File: src/common/id_cfg.svh
`ifndef ID_CFG_SVH
`define ID_CFG_SVH

// datapath widths
`define REG_W      32
`define REG_ADDR_W 5
`define INST_W     32

// register zero, used for idle addresses
`define NOP_REG_ADDR 5'b00000

`endif

File: src/common/mips_id_pkg.sv
package mips_id_pkg;

    // primary opcode, inst[31:26]
    typedef enum logic [5:0] {
        OP_SPECIAL = 6'b000000,
        OP_ADDI    = 6'b001000,
        OP_ADDIU   = 6'b001001,
        OP_SLTI    = 6'b001010,
        OP_SLTIU   = 6'b001011,
        OP_ANDI    = 6'b001100,
        OP_ORI     = 6'b001101,
        OP_XORI    = 6'b001110,
        OP_LUI     = 6'b001111
    } opcode_e;

    // SPECIAL function field, inst[5:0]
    typedef enum logic [5:0] {
        FN_SLL  = 6'b000000,
        FN_SRL  = 6'b000010,
        FN_SRA  = 6'b000011,
        FN_SLLV = 6'b000100,
        FN_SRLV = 6'b000110,
        FN_SRAV = 6'b000111,
        FN_ADD  = 6'b100000,
        FN_ADDU = 6'b100001,
        FN_SUB  = 6'b100010,
        FN_SUBU = 6'b100011,
        FN_AND  = 6'b100100,
        FN_OR   = 6'b100101,
        FN_XOR  = 6'b100110,
        FN_NOR  = 6'b100111,
        FN_SLT  = 6'b101010,
        FN_SLTU = 6'b101011
    } funct_e;

    typedef enum logic [7:0] {
        ALU_NOP   = 8'b00000000,
        ALU_SRL   = 8'b00000010,
        ALU_SRA   = 8'b00000011,
        ALU_ADD   = 8'b00100000,
        ALU_ADDU  = 8'b00100001,
        ALU_SUB   = 8'b00100010,
        ALU_SUBU  = 8'b00100011,
        ALU_AND   = 8'b00100100,
        ALU_OR    = 8'b00100101,
        ALU_XOR   = 8'b00100110,
        ALU_NOR   = 8'b00100111,
        ALU_SLT   = 8'b00101010,
        ALU_SLTU  = 8'b00101011,
        ALU_ADDI  = 8'b01010101,
        ALU_ADDIU = 8'b01010110,
        ALU_SLL   = 8'b01111100
    } aluop_e;

    // result class picked in execute
    typedef enum logic [2:0] {
        SEL_NOP   = 3'b000,
        SEL_LOGIC = 3'b001,
        SEL_SHIFT = 3'b010,
        SEL_ARITH = 3'b100
    } alusel_e;

endpackage

File: src/common/id_ctrl_if.sv
`timescale 1ns/1ps
`include "id_cfg.svh"

interface id_ctrl_if import mips_id_pkg::*; ();

    aluop_e                 aluop;
    alusel_e                alusel;
    logic                   reg1_read;
    logic                   reg2_read;
    logic [`REG_ADDR_W-1:0] reg1_addr;
    logic [`REG_ADDR_W-1:0] reg2_addr;
    logic [`REG_ADDR_W-1:0] wd;        // destination register
    logic                   wreg;
    logic [`REG_W-1:0]      imm;       // already extended

    modport dec (
        output aluop, alusel, reg1_read, reg2_read,
        output reg1_addr, reg2_addr, wd, wreg, imm
    );

    modport sel (
        input aluop, alusel, reg1_read, reg2_read,
        input reg1_addr, reg2_addr, wd, wreg, imm
    );

endinterface

File: src/common/id_ex_if.sv
`timescale 1ns/1ps
`include "id_cfg.svh"

interface id_ex_if import mips_id_pkg::*; ();

    aluop_e                 aluop;
    alusel_e                alusel;
    logic [`REG_W-1:0]      reg1;   // resolved source operands
    logic [`REG_W-1:0]      reg2;
    logic [`REG_ADDR_W-1:0] wd;
    logic                   wreg;

    modport src (
        output aluop, alusel, reg1, reg2, wd, wreg
    );

    modport dst (
        input aluop, alusel, reg1, reg2, wd, wreg
    );

endinterface

File: src/decode/inst_decoder.sv
`timescale 1ns/1ps
`include "id_cfg.svh"

module inst_decoder import mips_id_pkg::*; (
    input  logic               rst_i,
    input  logic [`INST_W-1:0] inst_i,
    id_ctrl_if.dec             ctrl
);

    opcode_e                op;
    funct_e                 fn;
    logic [`REG_ADDR_W-1:0] rs;
    logic [`REG_ADDR_W-1:0] rt;
    logic [`REG_ADDR_W-1:0] rd;
    logic [`REG_ADDR_W-1:0] sa;
    logic [15:0]            imm16;

    logic              const_shift;
    aluop_e            rr_aluop;
    alusel_e           rr_alusel;
    aluop_e            im_aluop;
    alusel_e           im_alusel;
    logic [`REG_W-1:0] im_ext;

    assign op    = opcode_e'(inst_i[31:26]);
    assign rs    = inst_i[25:21];
    assign rt    = inst_i[20:16];
    assign rd    = inst_i[15:11];
    assign sa    = inst_i[10:6];
    assign fn    = funct_e'(inst_i[5:0]);
    assign imm16 = inst_i[15:0];

    // shift amount taken from the sa field
    assign const_shift = (fn inside {FN_SLL, FN_SRL, FN_SRA});

    always_comb begin
        case (fn)
            FN_OR:           rr_aluop = ALU_OR;
            FN_AND:          rr_aluop = ALU_AND;
            FN_XOR:          rr_aluop = ALU_XOR;
            FN_NOR:          rr_aluop = ALU_NOR;
            FN_SLLV, FN_SLL: rr_aluop = ALU_SLL;
            FN_SRLV, FN_SRL: rr_aluop = ALU_SRL;
            FN_SRAV, FN_SRA: rr_aluop = ALU_SRA;
            FN_SLT:          rr_aluop = ALU_SLT;
            FN_SLTU:         rr_aluop = ALU_SLTU;
            FN_ADD:          rr_aluop = ALU_ADD;
            FN_ADDU:         rr_aluop = ALU_ADDU;
            FN_SUB:          rr_aluop = ALU_SUB;
            FN_SUBU:         rr_aluop = ALU_SUBU;
            default:         rr_aluop = ALU_NOP;
        endcase
    end

    always_comb begin
        case (fn)
            FN_OR, FN_AND, FN_XOR, FN_NOR:
                rr_alusel = SEL_LOGIC;
            FN_SLLV, FN_SRLV, FN_SRAV, FN_SLL, FN_SRL, FN_SRA:
                rr_alusel = SEL_SHIFT;
            FN_SLT, FN_SLTU, FN_ADD, FN_ADDU, FN_SUB, FN_SUBU:
                rr_alusel = SEL_ARITH;
            default:
                rr_alusel = SEL_NOP;
        endcase
    end

    // immediate forms
    always_comb begin
        case (op)
            OP_ORI, OP_LUI: im_aluop = ALU_OR;   // lui is or with upper imm
            OP_ANDI:        im_aluop = ALU_AND;
            OP_XORI:        im_aluop = ALU_XOR;
            OP_SLTI:        im_aluop = ALU_SLT;
            OP_SLTIU:       im_aluop = ALU_SLTU;
            OP_ADDI:        im_aluop = ALU_ADDI;
            OP_ADDIU:       im_aluop = ALU_ADDIU;
            default:        im_aluop = ALU_NOP;
        endcase
    end

    always_comb begin
        case (op)
            OP_ORI, OP_ANDI, OP_XORI, OP_LUI:
                im_alusel = SEL_LOGIC;
            OP_SLTI, OP_SLTIU, OP_ADDI, OP_ADDIU:
                im_alusel = SEL_ARITH;
            default:
                im_alusel = SEL_NOP;
        endcase
    end

    always_comb begin
        case (op)
            OP_ORI, OP_ANDI, OP_XORI: im_ext = {{(`REG_W-16){1'b0}}, imm16};
            OP_LUI:                   im_ext = {imm16, {(`REG_W-16){1'b0}}};
            default:                  im_ext = {{(`REG_W-16){imm16[15]}}, imm16};
        endcase
    end

    always_comb begin
        ctrl.aluop     = ALU_NOP;
        ctrl.alusel    = SEL_NOP;
        ctrl.reg1_read = 1'b0;
        ctrl.reg2_read = 1'b0;
        ctrl.reg1_addr = rs;
        ctrl.reg2_addr = rt;
        ctrl.wd        = rd;
        ctrl.wreg      = 1'b0;
        ctrl.imm       = '0;
        if (rst_i) begin
            ctrl.reg1_addr = `NOP_REG_ADDR;
            ctrl.reg2_addr = `NOP_REG_ADDR;
            ctrl.wd        = `NOP_REG_ADDR;
        end else if (op == OP_SPECIAL) begin
            if (const_shift) begin
                // opcode already zero, so rs zero covers the top eleven bits
                if (rs == '0) begin
                    ctrl.aluop     = rr_aluop;
                    ctrl.alusel    = rr_alusel;
                    ctrl.reg2_read = 1'b1;
                    ctrl.wreg      = 1'b1;
                    ctrl.imm       = {{(`REG_W-`REG_ADDR_W){1'b0}}, sa};
                end
            end else if (sa == '0 && rr_alusel != SEL_NOP) begin
                ctrl.aluop     = rr_aluop;
                ctrl.alusel    = rr_alusel;
                ctrl.reg1_read = 1'b1;
                ctrl.reg2_read = 1'b1;
                ctrl.wreg      = 1'b1;
            end
        end else if (im_alusel != SEL_NOP) begin
            ctrl.aluop     = im_aluop;
            ctrl.alusel    = im_alusel;
            ctrl.reg1_read = 1'b1;
            ctrl.wreg      = 1'b1;
            ctrl.wd        = rt;                  // i-type writes rt
            ctrl.imm       = im_ext;
        end
    end

endmodule

File: src/decode/operand_mux.sv
`timescale 1ns/1ps
`include "id_cfg.svh"

module operand_mux import mips_id_pkg::*; (
    input  logic                   rst_i,
    id_ctrl_if.sel                 ctrl,
    input  logic                   ex_wreg_i,
    input  logic [`REG_ADDR_W-1:0] ex_wd_i,
    input  logic [`REG_W-1:0]      ex_wdata_i,
    input  logic                   mem_wreg_i,
    input  logic [`REG_ADDR_W-1:0] mem_wd_i,
    input  logic [`REG_W-1:0]      mem_wdata_i,
    input  logic [`REG_W-1:0]      reg1_data_i,
    input  logic [`REG_W-1:0]      reg2_data_i,
    id_ex_if.src                   ex
);

    // execute result beats memory result beats register file
    function automatic logic [`REG_W-1:0] resolve(
        input logic                   rd_en,
        input logic [`REG_ADDR_W-1:0] addr,
        input logic [`REG_W-1:0]      rf_data,
        input logic [`REG_W-1:0]      imm
    );
        if (!rd_en) begin
            return imm;
        end else if (ex_wreg_i && ex_wd_i == addr) begin
            return ex_wdata_i;
        end else if (mem_wreg_i && mem_wd_i == addr) begin
            return mem_wdata_i;
        end
        return rf_data;
    endfunction

    always_comb begin
        if (rst_i) begin
            ex.reg1 = '0;
            ex.reg2 = '0;
        end else begin
            ex.reg1 = resolve(ctrl.reg1_read, ctrl.reg1_addr, reg1_data_i, ctrl.imm);
            ex.reg2 = resolve(ctrl.reg2_read, ctrl.reg2_addr, reg2_data_i, ctrl.imm);
        end
    end

    assign ex.aluop  = ctrl.aluop;
    assign ex.alusel = ctrl.alusel;
    assign ex.wd     = ctrl.wd;
    assign ex.wreg   = ctrl.wreg;

endmodule

File: src/rtl/id_ex.sv
`timescale 1ns/1ps
`include "id_cfg.svh"

module id_ex import mips_id_pkg::*; (
    input  logic                   clk,
    input  logic                   rst_i,
    id_ex_if.dst                   ex,
    output aluop_e                 ex_aluop_o,
    output alusel_e                ex_alusel_o,
    output logic [`REG_W-1:0]      ex_reg1_o,
    output logic [`REG_W-1:0]      ex_reg2_o,
    output logic [`REG_ADDR_W-1:0] ex_wd_o,
    output logic                   ex_wreg_o
);

    always_ff @(posedge clk) begin
        if (rst_i) begin
            // bubble into execute
            ex_aluop_o  <= ALU_NOP;
            ex_alusel_o <= SEL_NOP;
            ex_reg1_o   <= '0;
            ex_reg2_o   <= '0;
            ex_wd_o     <= `NOP_REG_ADDR;
            ex_wreg_o   <= 1'b0;
        end else begin
            ex_aluop_o  <= ex.aluop;
            ex_alusel_o <= ex.alusel;
            ex_reg1_o   <= ex.reg1;
            ex_reg2_o   <= ex.reg2;
            ex_wd_o     <= ex.wd;
            ex_wreg_o   <= ex.wreg;
        end
    end

endmodule

File: src/rtl/id_stage.sv
`timescale 1ns/1ps
`include "id_cfg.svh"

module id_stage import mips_id_pkg::*; (
    input  logic                   clk,
    input  logic                   rst_i,
    input  logic [`INST_W-1:0]     inst_i,

    // register file read data, same cycle
    input  logic [`REG_W-1:0]      reg1_data_i,
    input  logic [`REG_W-1:0]      reg2_data_i,

    input  logic                   ex_wreg_i,
    input  logic [`REG_ADDR_W-1:0] ex_wd_i,
    input  logic [`REG_W-1:0]      ex_wdata_i,
    input  logic                   mem_wreg_i,
    input  logic [`REG_ADDR_W-1:0] mem_wd_i,
    input  logic [`REG_W-1:0]      mem_wdata_i,

    output logic                   reg1_read_o,
    output logic                   reg2_read_o,
    output logic [`REG_ADDR_W-1:0] reg1_addr_o,
    output logic [`REG_ADDR_W-1:0] reg2_addr_o,

    output aluop_e                 ex_aluop_o,
    output alusel_e                ex_alusel_o,
    output logic [`REG_W-1:0]      ex_reg1_o,
    output logic [`REG_W-1:0]      ex_reg2_o,
    output logic [`REG_ADDR_W-1:0] ex_wd_o,
    output logic                   ex_wreg_o
);

    id_ctrl_if ctrl_if ();
    id_ex_if   ex_if ();

    inst_decoder i_inst_decoder (
        .rst_i  (rst_i),
        .inst_i (inst_i),
        .ctrl   (ctrl_if)
    );

    operand_mux i_operand_mux (
        .rst_i       (rst_i),
        .ctrl        (ctrl_if),
        .ex_wreg_i   (ex_wreg_i),
        .ex_wd_i     (ex_wd_i),
        .ex_wdata_i  (ex_wdata_i),
        .mem_wreg_i  (mem_wreg_i),
        .mem_wd_i    (mem_wd_i),
        .mem_wdata_i (mem_wdata_i),
        .reg1_data_i (reg1_data_i),
        .reg2_data_i (reg2_data_i),
        .ex          (ex_if)
    );

    id_ex i_id_ex (
        .clk         (clk),
        .rst_i       (rst_i),
        .ex          (ex_if),
        .ex_aluop_o  (ex_aluop_o),
        .ex_alusel_o (ex_alusel_o),
        .ex_reg1_o   (ex_reg1_o),
        .ex_reg2_o   (ex_reg2_o),
        .ex_wd_o     (ex_wd_o),
        .ex_wreg_o   (ex_wreg_o)
    );

    // read port requests straight from decode
    assign reg1_read_o = ctrl_if.reg1_read;
    assign reg2_read_o = ctrl_if.reg2_read;
    assign reg1_addr_o = ctrl_if.reg1_addr;
    assign reg2_addr_o = ctrl_if.reg2_addr;

endmodule

File: config.mk
export PLATFORM = sky130hd
export DESIGN_NAME = id_stage
export DESIGN_NICKNAME = d
export VERILOG_FILES = /design/src/common/mips_id_pkg.sv /design/src/common/id_ctrl_if.sv /design/src/common/id_ex_if.sv /design/src/decode/inst_decoder.sv /design/src/decode/operand_mux.sv /design/src/rtl/id_ex.sv /design/src/rtl/id_stage.sv
export VERILOG_INCLUDE_DIRS = /design/src /design/src/common
export SDC_FILE = /design/constraint.sdc
export NUM_CORES = 1
export LEC_CHECK = 0
export BUFFER_PORTS_ARGS = -buffer_cell sky130_fd_sc_hd__buf_2
export CAP_MARGIN = 20
export CORE_MARGIN = 10
export CORE_UTILIZATION = 30
export DETAILED_ROUTE_END_ITERATION = 12
export GPL_TIMING_DRIVEN = 0
export MAX_ROUTING_LAYER = met4
export PLACE_DENSITY = 0.59
export SYNTH_ARGS = -nofsm -noshare
export SYNTH_HDL_FRONTEND = slang
export SYNTH_HIERARCHICAL = 1
export SYNTH_SLANG_ARGS = --single-unit
File: constraint.sdc
create_clock -name clk -period 8.6 [get_ports clk]
set_clock_uncertainty 0.15 [all_clocks]
set_input_delay 1.29 -clock clk [delete_from_list [all_inputs] [get_ports clk]]
set_output_delay 1.29 -clock clk [all_outputs]
set_load 0.02 [all_outputs]
==> results of run 1 <==
==> cell families (layout without fill, tap and decap cells) <==
family / Yosys count / after routing / share of synthesized area
AOI/OAI and AO/OA: 213 / 213 / 0.295
xor gates and xnor gates: 20 / 20 / 0.0292
adders and majority gates: 4 / 4 / 0.00833
buffers and inverters: 122 / 401 / 0.111
DFF: 81 / 81 / 0.270
muxes: 33 / 33 / 0.0550
other: 1 / 7 / 0.000624
and+or+nand+nor: 231 / 231 / 0.231
==> critical path: cells and delay by family <==
family | cells | cell delay (ns)
compound gates | 4 | 0.94
buf+inv | 4 | 1.75
simple gates | 4 | 0.68
==> path summary, 6_finish.rpt <==
kind,depth (start not counted),end,start,slack (ns)
min,4,i_id_ex/ex_reg2_o[20],reg2_data_i[20],1.15
max,12,i_id_ex/ex_reg1_o[11],inst_i[2],4.09
==> layer usage <==
metal / part of all wire / vias to the layer above
li1: - / 3033
met1: 0.44 / 2915
met2: 0.48 / 227
met3: 0.070 / 17
met4: 0.010 / 0
met5: 0 / -
==> cell type report <==
| type | instances | area share |
|---|---|---|
| diodes | 6 | 0.00189 |
| plain buffers | 83 | 0.0655 |
| clock buffers | 9 | 0.0283 |
| clock inverters | 5 | 0.00739 |
| inverters | 39 | 0.0184 |
| multi-input cells | 502 | 0.467 |
| flip-flops and latches | 81 | 0.204 |
| well taps | 265 | 0.0416 |
| repair buffers | 265 | 0.167 |
==> flip-flops by register name, summed over array words and instances (netlist names) <==
name	count
i_id_ex/ex_wreg_o	1
i_id_ex/ex_reg1_o	32
i_id_ex/ex_aluop_o	8
i_id_ex/ex_reg2_o	32
i_id_ex/ex_wd_o	5
i_id_ex/ex_alusel_o	3
==> through the flow <==
stage	cell area, µm²	util	power [W]	hold slack [ns]
3_3_place_gp	7660	0.391	0.000560	1.51
3_5_place_dp	7660	0.391	0.000562	1.51
5_1_grt	7960	0.406	0.000981	1.16
4_1_cts	7950	0.406	0.000953	1.13
2_1_floorplan	6010	-	0.000479	1.36
6_report	7960	0.406	0.000943	1.15
==> cell usage in the layout (no fill, tap or decap), types with 20 or more instances in the layout <==
cell type  Yosys  final
buf_2         11    276
clkbuf_1      35     35
a31oi_1       66     66
o22ai_2       30     30
mux2i_1       33     33
inv_1         38     38
o21ai_0       41     41
buf_4         20     20
dfxtp_1       81     81
a221oi_2      30     30
nor2b_1      156    156
==> report_power, final <==
| part | total, W | switching (W) | internal (W) |
|---|---|---|---|
| Clock | 0.000389 | 0.000167 | 0.000222 |
| Combinational | 0.000173 | 0.0000997 | 0.0000734 |
| Sequential | 0.000380 | 0.00000100 | 0.000379 |
==> flow_summary.html, run 1 <==
<table>
<tr><th>Metric</th><th>Value</th></tr>
<tr><th colspan="2">Place</th></tr>
<tr><td>Placed insts</td><td>1235</td></tr>
<tr><td>RePlAce Congestion</td><td>0.861</td></tr>
<tr><td>Port Buffers</td><td>265</td></tr>
<tr><td>Post-DP HPWL</td><td>21100 µm</td></tr>
<tr><td>Minimum setup slack after placement</td><td>3.72 ns</td></tr>
<tr><th colspan="2">Critical path</th></tr>
<tr><td>Critical path start-end classification</td><td>primary input to flop</td></tr>
<tr><td>CP Data Required Time</td><td>8.74 ns</td></tr>
<tr><td>Slowest cell delay on critical path</td><td>0.52 ns</td></tr>
<tr><td>CP max-delay cell</td><td>clkbuf_1</td></tr>
<tr><td>Nature of the critical path endpoint</td><td>flop</td></tr>
<tr><td>Maximum net fanout on the critical path</td><td>10</td></tr>
<tr><td>Worst path cell trace</td><td>buf_2, nor2_1, a211o_1, nor3_1, nand3_1, a21oi_1, clkbuf_1, clkbuf_1, clkbuf_1, a31oi_1, o22ai_2, nor2b_1</td></tr>
<tr><td>Most used cell, CP</td><td>clkbuf_1</td></tr>
<tr><td>Arrival time at the worst endpoint</td><td>4.65 ns</td></tr>
<tr><td>Critical path startpoint category</td><td>primary input</td></tr>
<tr><th colspan="2">Global routing</th></tr>
<tr><td>Wire length of the first global-routing pass</td><td>38500 µm</td></tr>
<tr><td>Met3 track demand over resource</td><td>0.0547</td></tr>
<tr><td>Met2 Track Usage GR</td><td>0.322</td></tr>
<tr><td>Combined global-route utilization of all metal layers</td><td>0.196</td></tr>
<tr><td>Antenna violations before repair</td><td>6</td></tr>
<tr><td>Maximum number of pins on one net before global-route repair</td><td>14</td></tr>
<tr><td>GRT Residual Overflow</td><td>0</td></tr>
<tr><td>Global routing usage on met1</td><td>0.233</td></tr>
<tr><td>Most used routing layer</td><td>met2</td></tr>
<tr><td>Number of global-route vias before repair</td><td>6493</td></tr>
<tr><th colspan="2">CTS</th></tr>
<tr><td>CTS Buf Count</td><td>9</td></tr>
<tr><td>Postcts setup bufs</td><td>0</td></tr>
<tr><td>Cts-stage hold buffer count</td><td>0</td></tr>
<tr><td>Clock root buffer</td><td>clkbuf_16</td></tr>
<tr><td># resized after CTS</td><td>0</td></tr>
<tr><td>Clock slew at reported path FFs</td><td>0.07 ns</td></tr>
<tr><td># H-tree levels</td><td>3</td></tr>
<tr><td>CTS max path bufs</td><td>2</td></tr>
<tr><td>CTS tree</td><td>done</td></tr>
<tr><td>Clock sink total</td><td>81</td></tr>
<tr><th colspan="2">Drt</th></tr>
<tr><td>First-pass iteration count of the detailed router</td><td>5</td></tr>
<tr><td>Initial drt markers</td><td>319</td></tr>
<tr><td>Final antenna-violating net count</td><td>0</td></tr>
<tr><td>WL per Instance</td><td>20.7 µm</td></tr>
<tr><td>Total number of vias</td><td>6192</td></tr>
<tr><td>Routed WL</td><td>25900 µm</td></tr>
<tr><td>Drc violations</td><td>0</td></tr>
<tr><td>Via density per instance</td><td>4.93</td></tr>
<tr><th colspan="2">Yosys</th></tr>
<tr><td>Number of synthesized register bits</td><td>81</td></tr>
<tr><td>Proportion of netlist area held by the largest area contributor</td><td>0.270</td></tr>
<tr><td>Largest cells by area after synthesis</td><td>dfxtp_1 27%, nor2b_1 16%, a221oi_2 7.5%</td></tr>
<tr><td>Synthesis warning total</td><td>6</td></tr>
<tr><td>Number of nets in the synthesized netlist</td><td>883</td></tr>
<tr><td>Average cell area after synthesis</td><td>8.52 µm²</td></tr>
<tr><td>Instance count of the mapped netlist</td><td>705</td></tr>
<tr><td>Total standard cell area after synthesis</td><td>6010 µm²</td></tr>
<tr><td>FFs w/ async S/R, synth</td><td>0</td></tr>
<tr><td>Seq/Total Area, Yosys</td><td>0.270</td></tr>
<tr><td>Number of synthesized flops with an enable pin</td><td>0</td></tr>
<tr><td>Cell with the most instances after synthesis</td><td>nor2b_1</td></tr>
<tr><td>Dominant register cell in the synthesized netlist</td><td>dfxtp_1</td></tr>
<tr><td>Count of distinct cell types in the synthesized netlist</td><td>47</td></tr>
<tr><td>Commonest cells in the netlist</td><td>156 x nor2b_1, 81 x dfxtp_1, 66 x a31oi_1, 41 x o21ai_0, 38 x inv_1</td></tr>
<tr><td>Post-synthesis cell type with the largest combined area</td><td>dfxtp_1</td></tr>
<tr><th colspan="2">Die</th></tr>
<tr><td>Die Height</td><td>161 µm</td></tr>
<tr><td>Number of core rows</td><td>51</td></tr>
<tr><td>DIE AREA</td><td>26100 µm²</td></tr>
<tr><td>Placeable core area</td><td>19600 µm²</td></tr>
<tr><td>IO Pins</td><td>267</td></tr>
<tr><td>Starting density of the core</td><td>0.307</td></tr>
<tr><td>Width of the die</td><td>161 µm</td></tr>
<tr><th colspan="2">Timing</th></tr>
<tr><td>Part of the cycle the worst path needs</td><td>0.525</td></tr>
<tr><td>Final Worst Setup Slack</td><td>4.09 ns</td></tr>
<tr><td>Finish-stage setup viols</td><td>0</td></tr>
<tr><td>Max Clk Rate</td><td>221 MHz</td></tr>
<tr><td>Sum Neg Setup Slack</td><td>0 ns</td></tr>
<tr><td>Actual transition at the worst max-transition pin</td><td>0.926 ns</td></tr>
<tr><td>Crit path time final</td><td>4.51 ns</td></tr>
<tr><td>Final Hold Violating Endpoints</td><td>0</td></tr>
<tr><td>Max Slew Vio Count</td><td>0</td></tr>
<tr><td>RSZ-0062 raised after global routing</td><td>no</td></tr>
<tr><td>Worst slew margin relative to its limit</td><td>0.380</td></tr>
<tr><th colspan="2">Cells and area</th></tr>
<tr><td>Filler-free cell count of the finished design</td><td>1255</td></tr>
<tr><td>Fraction of final layout cells with drive strength greater than 1</td><td>0.400</td></tr>
<tr><td>Filler instances</td><td>2103</td></tr>
<tr><td>Final nets</td><td>1159</td></tr>
<tr><td>Multi-input combinational cell area</td><td>3720 µm²</td></tr>
<tr><td>Flip-flop and latch area</td><td>1620 µm²</td></tr>
<tr><td>Post-synthesis to final-layout area growth</td><td>32.6%</td></tr>
<tr><th colspan="2">Power and ir drop</th></tr>
<tr><td>Static Leak</td><td>3.55 nW</td></tr>
<tr><td>Power Density</td><td>118 nW/µm²</td></tr>
<tr><td>Maximum vdd ir drop</td><td>0.0890 mV</td></tr>
<tr><th colspan="2">Flow run</th></tr>
<tr><td>Max-Cap Viols</td><td>0</td></tr>
<tr><th colspan="2">Run status</th></tr>
<tr><td>Result of the run</td><td>complete, no violations</td></tr>
<tr><th colspan="2">Min path</th></tr>
<tr><td>Worst min-delay path category</td><td>primary input to flop</td></tr>
</table>
No activity file was read; power rests on OpenSTA's default activity.
==> inputs of run 2 (changes only) <==
--- a/config.mk
+++ b/config.mk
@@ -6,6 +6,7 @@
 export SDC_FILE = /design/constraint.sdc
 export NUM_CORES = 1
 export LEC_CHECK = 0
+export ABC_AREA = 1
 export BUFFER_PORTS_ARGS = -buffer_cell sky130_fd_sc_hd__buf_2
 export CAP_MARGIN = 20
 export CORE_MARGIN = 10
==> constraint.sdc (replaced) <==
create_clock -name clk -period 3.76 [get_ports clk]
set_clock_uncertainty 0.15 [all_clocks]
set_input_delay 0.564 -clock clk [delete_from_list [all_inputs] [get_ports clk]]
set_output_delay 0.564 -clock clk [all_outputs]
set_load 0.02 [all_outputs]
==> run 2 against run 1 <==
Net effect: critical path depth increased by 3; first-iteration DRC count increased by 27%; hold slack got worse by 0.71 ns; die area increased by 14%; worst setup slack got worse by 3.5 ns; core utilization decreased by 0.95 points; area after synthesis increased by 16%; largest cell class unchanged.
==> flow_summary.html, run 2 <==
<table>
<tr><th>Metric</th><th>Value</th></tr>
<tr><th colspan="2">Run status</th></tr>
<tr><td>Result of the run</td><td>complete, no violations (unchanged)</td></tr>
<tr><th colspan="2">Place</th></tr>
<tr><td>RePlAce Congestion</td><td>0.897 (was 0.861)</td></tr>
<tr><td>Instance area at placement</td><td>8710 µm² (was 7660 µm²)</td></tr>
<tr><td>Port Buffers</td><td>266 (was 265)</td></tr>
<tr><td>Post-DP HPWL</td><td>24100 µm (was 21100 µm)</td></tr>
<tr><th colspan="2">Timing</th></tr>
<tr><td>RSZ-0062 raised after global routing</td><td>no (unchanged)</td></tr>
<tr><td>Actual transition at the worst max-transition pin</td><td>0.648 ns (was 0.926 ns)</td></tr>
<tr><td>Max Clk Rate</td><td>319 MHz</td></tr>
<tr><td>Worst slew margin relative to its limit</td><td>0.567 (was 0.380)</td></tr>
<tr><td>Max Slew Vio Count</td><td>0 (unchanged)</td></tr>
<tr><td>Part of the cycle the worst path needs</td><td>0.833</td></tr>
<tr><td>Final Hold Violating Endpoints</td><td>0 (unchanged)</td></tr>
<tr><td>Finish-stage setup viols</td><td>0 (unchanged)</td></tr>
<tr><td>Crit path time final</td><td>3.13 ns</td></tr>
<tr><td>Sum Neg Setup Slack</td><td>0 ns (unchanged)</td></tr>
<tr><th colspan="2">Yosys</th></tr>
<tr><td>Seq/Total Area, Yosys</td><td>0.232 (was 0.270)</td></tr>
<tr><td>Commonest cells in the netlist</td><td>348 x nand2_1, 312 x nor2_1, 265 x inv_1, 81 x dfxtp_1, 77 x nand3_1 (was 156 x nor2b_1, 81 x dfxtp_1, 66 x a31oi_1, 41 x o21ai_0, 38 x inv_1)</td></tr>
<tr><td>Post-synthesis cell type with the largest combined area</td><td>dfxtp_1 (unchanged)</td></tr>
<tr><td>Number of nets in the synthesized netlist</td><td>1508 (was 883)</td></tr>
<tr><td>Synthesis warning total</td><td>6 (unchanged)</td></tr>
<tr><td>Dominant register cell in the synthesized netlist</td><td>dfxtp_1 (unchanged)</td></tr>
<tr><td>Number of synthesized register bits</td><td>81 (unchanged)</td></tr>
<tr><td>FFs w/ async S/R, synth</td><td>0 (unchanged)</td></tr>
<tr><td>Count of distinct cell types in the synthesized netlist</td><td>34 (was 47)</td></tr>
<tr><td>Instance count of the mapped netlist</td><td>1330 (was 705)</td></tr>
<tr><td>Number of synthesized flops with an enable pin</td><td>0 (unchanged)</td></tr>
<tr><td>Average cell area after synthesis</td><td>5.25 µm² (was 8.52 µm²)</td></tr>
<tr><td>Cell with the most instances after synthesis</td><td>nand2_1 (was nor2b_1)</td></tr>
<tr><td>Largest cells by area after synthesis</td><td>dfxtp_1 23%, nand2_1 19%, nor2_1 17% (was dfxtp_1 27%, nor2b_1 16%, a221oi_2 7.5%)</td></tr>
<tr><td>Total standard cell area after synthesis</td><td>6980 µm² (was 6010 µm²)</td></tr>
<tr><td>Proportion of netlist area held by the largest area contributor</td><td>0.232 (was 0.270)</td></tr>
<tr><th colspan="2">Die</th></tr>
<tr><td>DIE AREA</td><td>29800 µm² (was 26100 µm²)</td></tr>
<tr><td>Number of core rows</td><td>55 (was 51)</td></tr>
<tr><td>IO Pins</td><td>267 (unchanged)</td></tr>
<tr><td>Placeable core area</td><td>22800 µm² (was 19600 µm²)</td></tr>
<tr><td>Width of the die</td><td>173 µm (was 161 µm)</td></tr>
<tr><td>Die Height</td><td>173 µm (was 161 µm)</td></tr>
<tr><td>Starting density of the core</td><td>0.307 (about the same)</td></tr>
<tr><th colspan="2">CTS</th></tr>
<tr><td>CTS max path bufs</td><td>2 (unchanged)</td></tr>
<tr><td># resized after CTS</td><td>0 (unchanged)</td></tr>
<tr><td>Clock sink total</td><td>81 (unchanged)</td></tr>
<tr><td>CTS tree</td><td>done (unchanged)</td></tr>
<tr><td>CTS Buf Count</td><td>9 (unchanged)</td></tr>
<tr><td>Cts-stage hold buffer count</td><td>0 (unchanged)</td></tr>
<tr><td>Clock slew at reported path FFs</td><td>0.07 ns (about the same)</td></tr>
<tr><td>Postcts setup bufs</td><td>0 (unchanged)</td></tr>
<tr><td>Clock root buffer</td><td>clkbuf_16 (unchanged)</td></tr>
<tr><td># H-tree levels</td><td>3 (unchanged)</td></tr>
<tr><th colspan="2">Power and ir drop</th></tr>
<tr><td>Power Density</td><td>253 nW/µm² (was 118 nW/µm²)</td></tr>
<tr><td>Internal power component</td><td>0.00158 W (was 0.000675 W)</td></tr>
<tr><td>Reported net switching power</td><td>0.000714 W (was 0.000268 W)</td></tr>
<tr><td>Maximum vdd ir drop</td><td>0.158 mV (was 0.0890 mV)</td></tr>
<tr><td>Fraction of power consumed by the clock network</td><td>0.396 (was 0.413)</td></tr>
<tr><td>Static Leak</td><td>5.29 nW (was 3.55 nW)</td></tr>
<tr><td>Sequential share of power</td><td>0.381 (was 0.404)</td></tr>
<tr><td>Switching Share</td><td>0.311 (was 0.284)</td></tr>
<tr><td>Proportion of power drawn by combinational gates</td><td>0.223 (was 0.184)</td></tr>
<tr><th colspan="2">Cells and area</th></tr>
<tr><td>Post-route cell area</td><td>9040 µm² (was 7960 µm²)</td></tr>
<tr><td>Final nets</td><td>1785 (was 1159)</td></tr>
<tr><td>Most common cell after layout, fill and taps aside</td><td>nand2_1 (was buf_2)</td></tr>
<tr><td>Top library cells by usage in the layout, fill and taps aside</td><td>348 x nand2_1, 312 x nor2_1, 298 x buf_2 (was 276 x buf_2, 156 x nor2b_1, 81 x dfxtp_1)</td></tr>
<tr><td>Fraction of final layout cells with drive strength greater than 1</td><td>0.242 (was 0.400)</td></tr>
<tr><td>Post-synthesis to final-layout area growth</td><td>29.5% (was 32.6%)</td></tr>
<tr><td>Registers with the most flip-flops</td><td>i_id_ex/ex_reg1_o: 32 flops, i_id_ex/ex_reg2_o: 32 flops, i_id_ex/ex_aluop_o: 8 flops (unchanged)</td></tr>
<tr><th colspan="2">Global routing</th></tr>
<tr><td>Number of global-route vias before repair</td><td>8154 (was 6493)</td></tr>
<tr><td>Wire length of the first global-routing pass</td><td>44800 µm (was 38500 µm)</td></tr>
<tr><td>Combined global-route utilization of all metal layers</td><td>0.195 (was 0.196)</td></tr>
<tr><td>Antenna violations before repair</td><td>13 (was 6)</td></tr>
<tr><td>Maximum number of pins on one net before global-route repair</td><td>16 (was 14)</td></tr>
<tr><td>GRT Residual Overflow</td><td>0 (unchanged)</td></tr>
<tr><th colspan="2">Critical path</th></tr>
<tr><td>Nature of the critical path endpoint</td><td>flop (unchanged)</td></tr>
<tr><td>Worst path cell trace</td><td>buf_2, buf_2, buf_1, nor2_1, a21oi_1, nand2_1, nor2_1, buf_2, nand3_1, nand2_1, nor2_1, nor2_1, nor2_1, inv_1, nor2_1 (was buf_2, nor2_1, a211o_1, nor3_1, nand3_1, a21oi_1, clkbuf_1, clkbuf_1, clkbuf_1, a31oi_1, o22ai_2, nor2b_1)</td></tr>
<tr><td>Critical path start-end classification</td><td>primary input to flop (unchanged)</td></tr>
<tr><td>Slowest cell delay on critical path</td><td>0.50 ns (was 0.52 ns)</td></tr>
<tr><td>Critical path startpoint category</td><td>primary input (unchanged)</td></tr>
<tr><td>CP max-delay cell</td><td>nor2_1 (was clkbuf_1)</td></tr>
<tr><td>Most used cell, CP</td><td>nor2_1 (was clkbuf_1)</td></tr>
<tr><td>Top cell family by delay on the critical path</td><td>simple AND/OR/NAND/NOR gates (was buffers and inverters)</td></tr>
<tr><td>Maximum net fanout on the critical path</td><td>10 (unchanged)</td></tr>
<tr><td>Arrival time at the worst endpoint</td><td>3.22 ns (was 4.65 ns)</td></tr>
<tr><td>Buffer and inverter count on the worst path</td><td>5 (was 4)</td></tr>
<tr><td>CP Data Required Time</td><td>3.85 ns (was 8.74 ns)</td></tr>
<tr><th colspan="2">Drt</th></tr>
<tr><td>Top Layer Used</td><td>met4 (unchanged)</td></tr>
<tr><td>Met3 WL post-DR</td><td>2180 µm (was 1820 µm)</td></tr>
<tr><td>First-pass iteration count of the detailed router</td><td>5 (unchanged)</td></tr>
<tr><td>WL per Instance</td><td>15.2 µm (was 20.7 µm)</td></tr>
<tr><td>Metal1 wirelength</td><td>12900 µm (was 11500 µm)</td></tr>
<tr><td>Routed WL</td><td>29400 µm (was 25900 µm)</td></tr>
<tr><td>Met2 Routed Length</td><td>14000 µm (was 12400 µm)</td></tr>
<tr><td>Via density per instance</td><td>4.34 (was 4.93)</td></tr>
<tr><td>Initial drt markers</td><td>404 (was 319)</td></tr>
<tr><td>Final antenna-violating net count</td><td>0 (unchanged)</td></tr>
<tr><td>Drc violations</td><td>0 (unchanged)</td></tr>
<tr><td>Total number of vias</td><td>8406 (was 6192)</td></tr>
<tr><th colspan="2">Min path</th></tr>
<tr><td>Worst min-delay path category</td><td>primary input to flop (unchanged)</td></tr>
<tr><th colspan="2">Flow run</th></tr>
<tr><td>Max-Cap Viols</td><td>0 (unchanged)</td></tr>
</table>
-- run 2: worst paths after layout --
check	startpoint	end	slack (ns)	cells past startpoint
max	rst_i	i_id_ex/ex_reg1_o[5]	0.63	15
min	reg2_data_i[27]	i_id_ex/ex_reg2_o[27]	0.43	5
-- run 2: cell families after synthesis --
kind of cell    Yosys count  synth area share
simple gates            774             0.450
buf+inv                 361             0.224
compound gates          109            0.0856
flops                    81             0.232
fa+ha+maj                 4           0.00717
other cells               1          0.000537
-- run 2: layout make-up --
type,count,area [µm²]
Fill cell,2629,13700
Multi-Input combinational cell,888,3800
Sequential cell,81,1620
Timing Repair Buffer,266,1330
Inverter,276,1040
Buffer,85,524
Tap cell,313,392
Clock buffer,9,225
Clock inverter,7,76.3
Antenna cell,14,35.0
-- run 2: through the flow --
| stage | util | instances | total power, W | setup WS [ns] | hold WS (ns) |
|---|---|---|---|---|---|
| floorplan | - | 1330 | 0.00119 | 0.942 | 0.633 |
| global placement | 0.382 | 1909 | 0.00140 | 0.279 | 0.792 |
| detailed placement | 0.382 | 1909 | 0.00140 | 0.278 | 0.786 |
| CTS | 0.395 | 1925 | 0.00232 | 0.639 | 0.419 |
| global route | 0.397 | 1938 | 0.00243 | 0.349 | 0.432 |
| finish | 0.397 | 1939 | 0.00229 | 0.628 | 0.433 |
-- run 2: routing by layer --
| layer | vias up | GRT usage |
|---|---|---|
| li1 | 4438 | - |
| met1 | 3667 | 0.232 |
| met2 | 279 | 0.321 |
| met3 | 22 | 0.0534 |
| met4 | 0 | 0.0464 |
| met5 | - | - |
-- run 2: power by group through the flow --
stage / logic, W / registers [W] / clock network (W)
after global placement: 0.000506 / 0.000893 / 0
after floorplan: 0.000281 / 0.000911 / 0
final: 0.000511 / 0.000874 / 0.000907
after global routing: 0.000575 / 0.000874 / 0.000982
after CTS: 0.000512 / 0.000873 / 0.000935
after detailed placement: 0.000509 / 0.000893 / 0
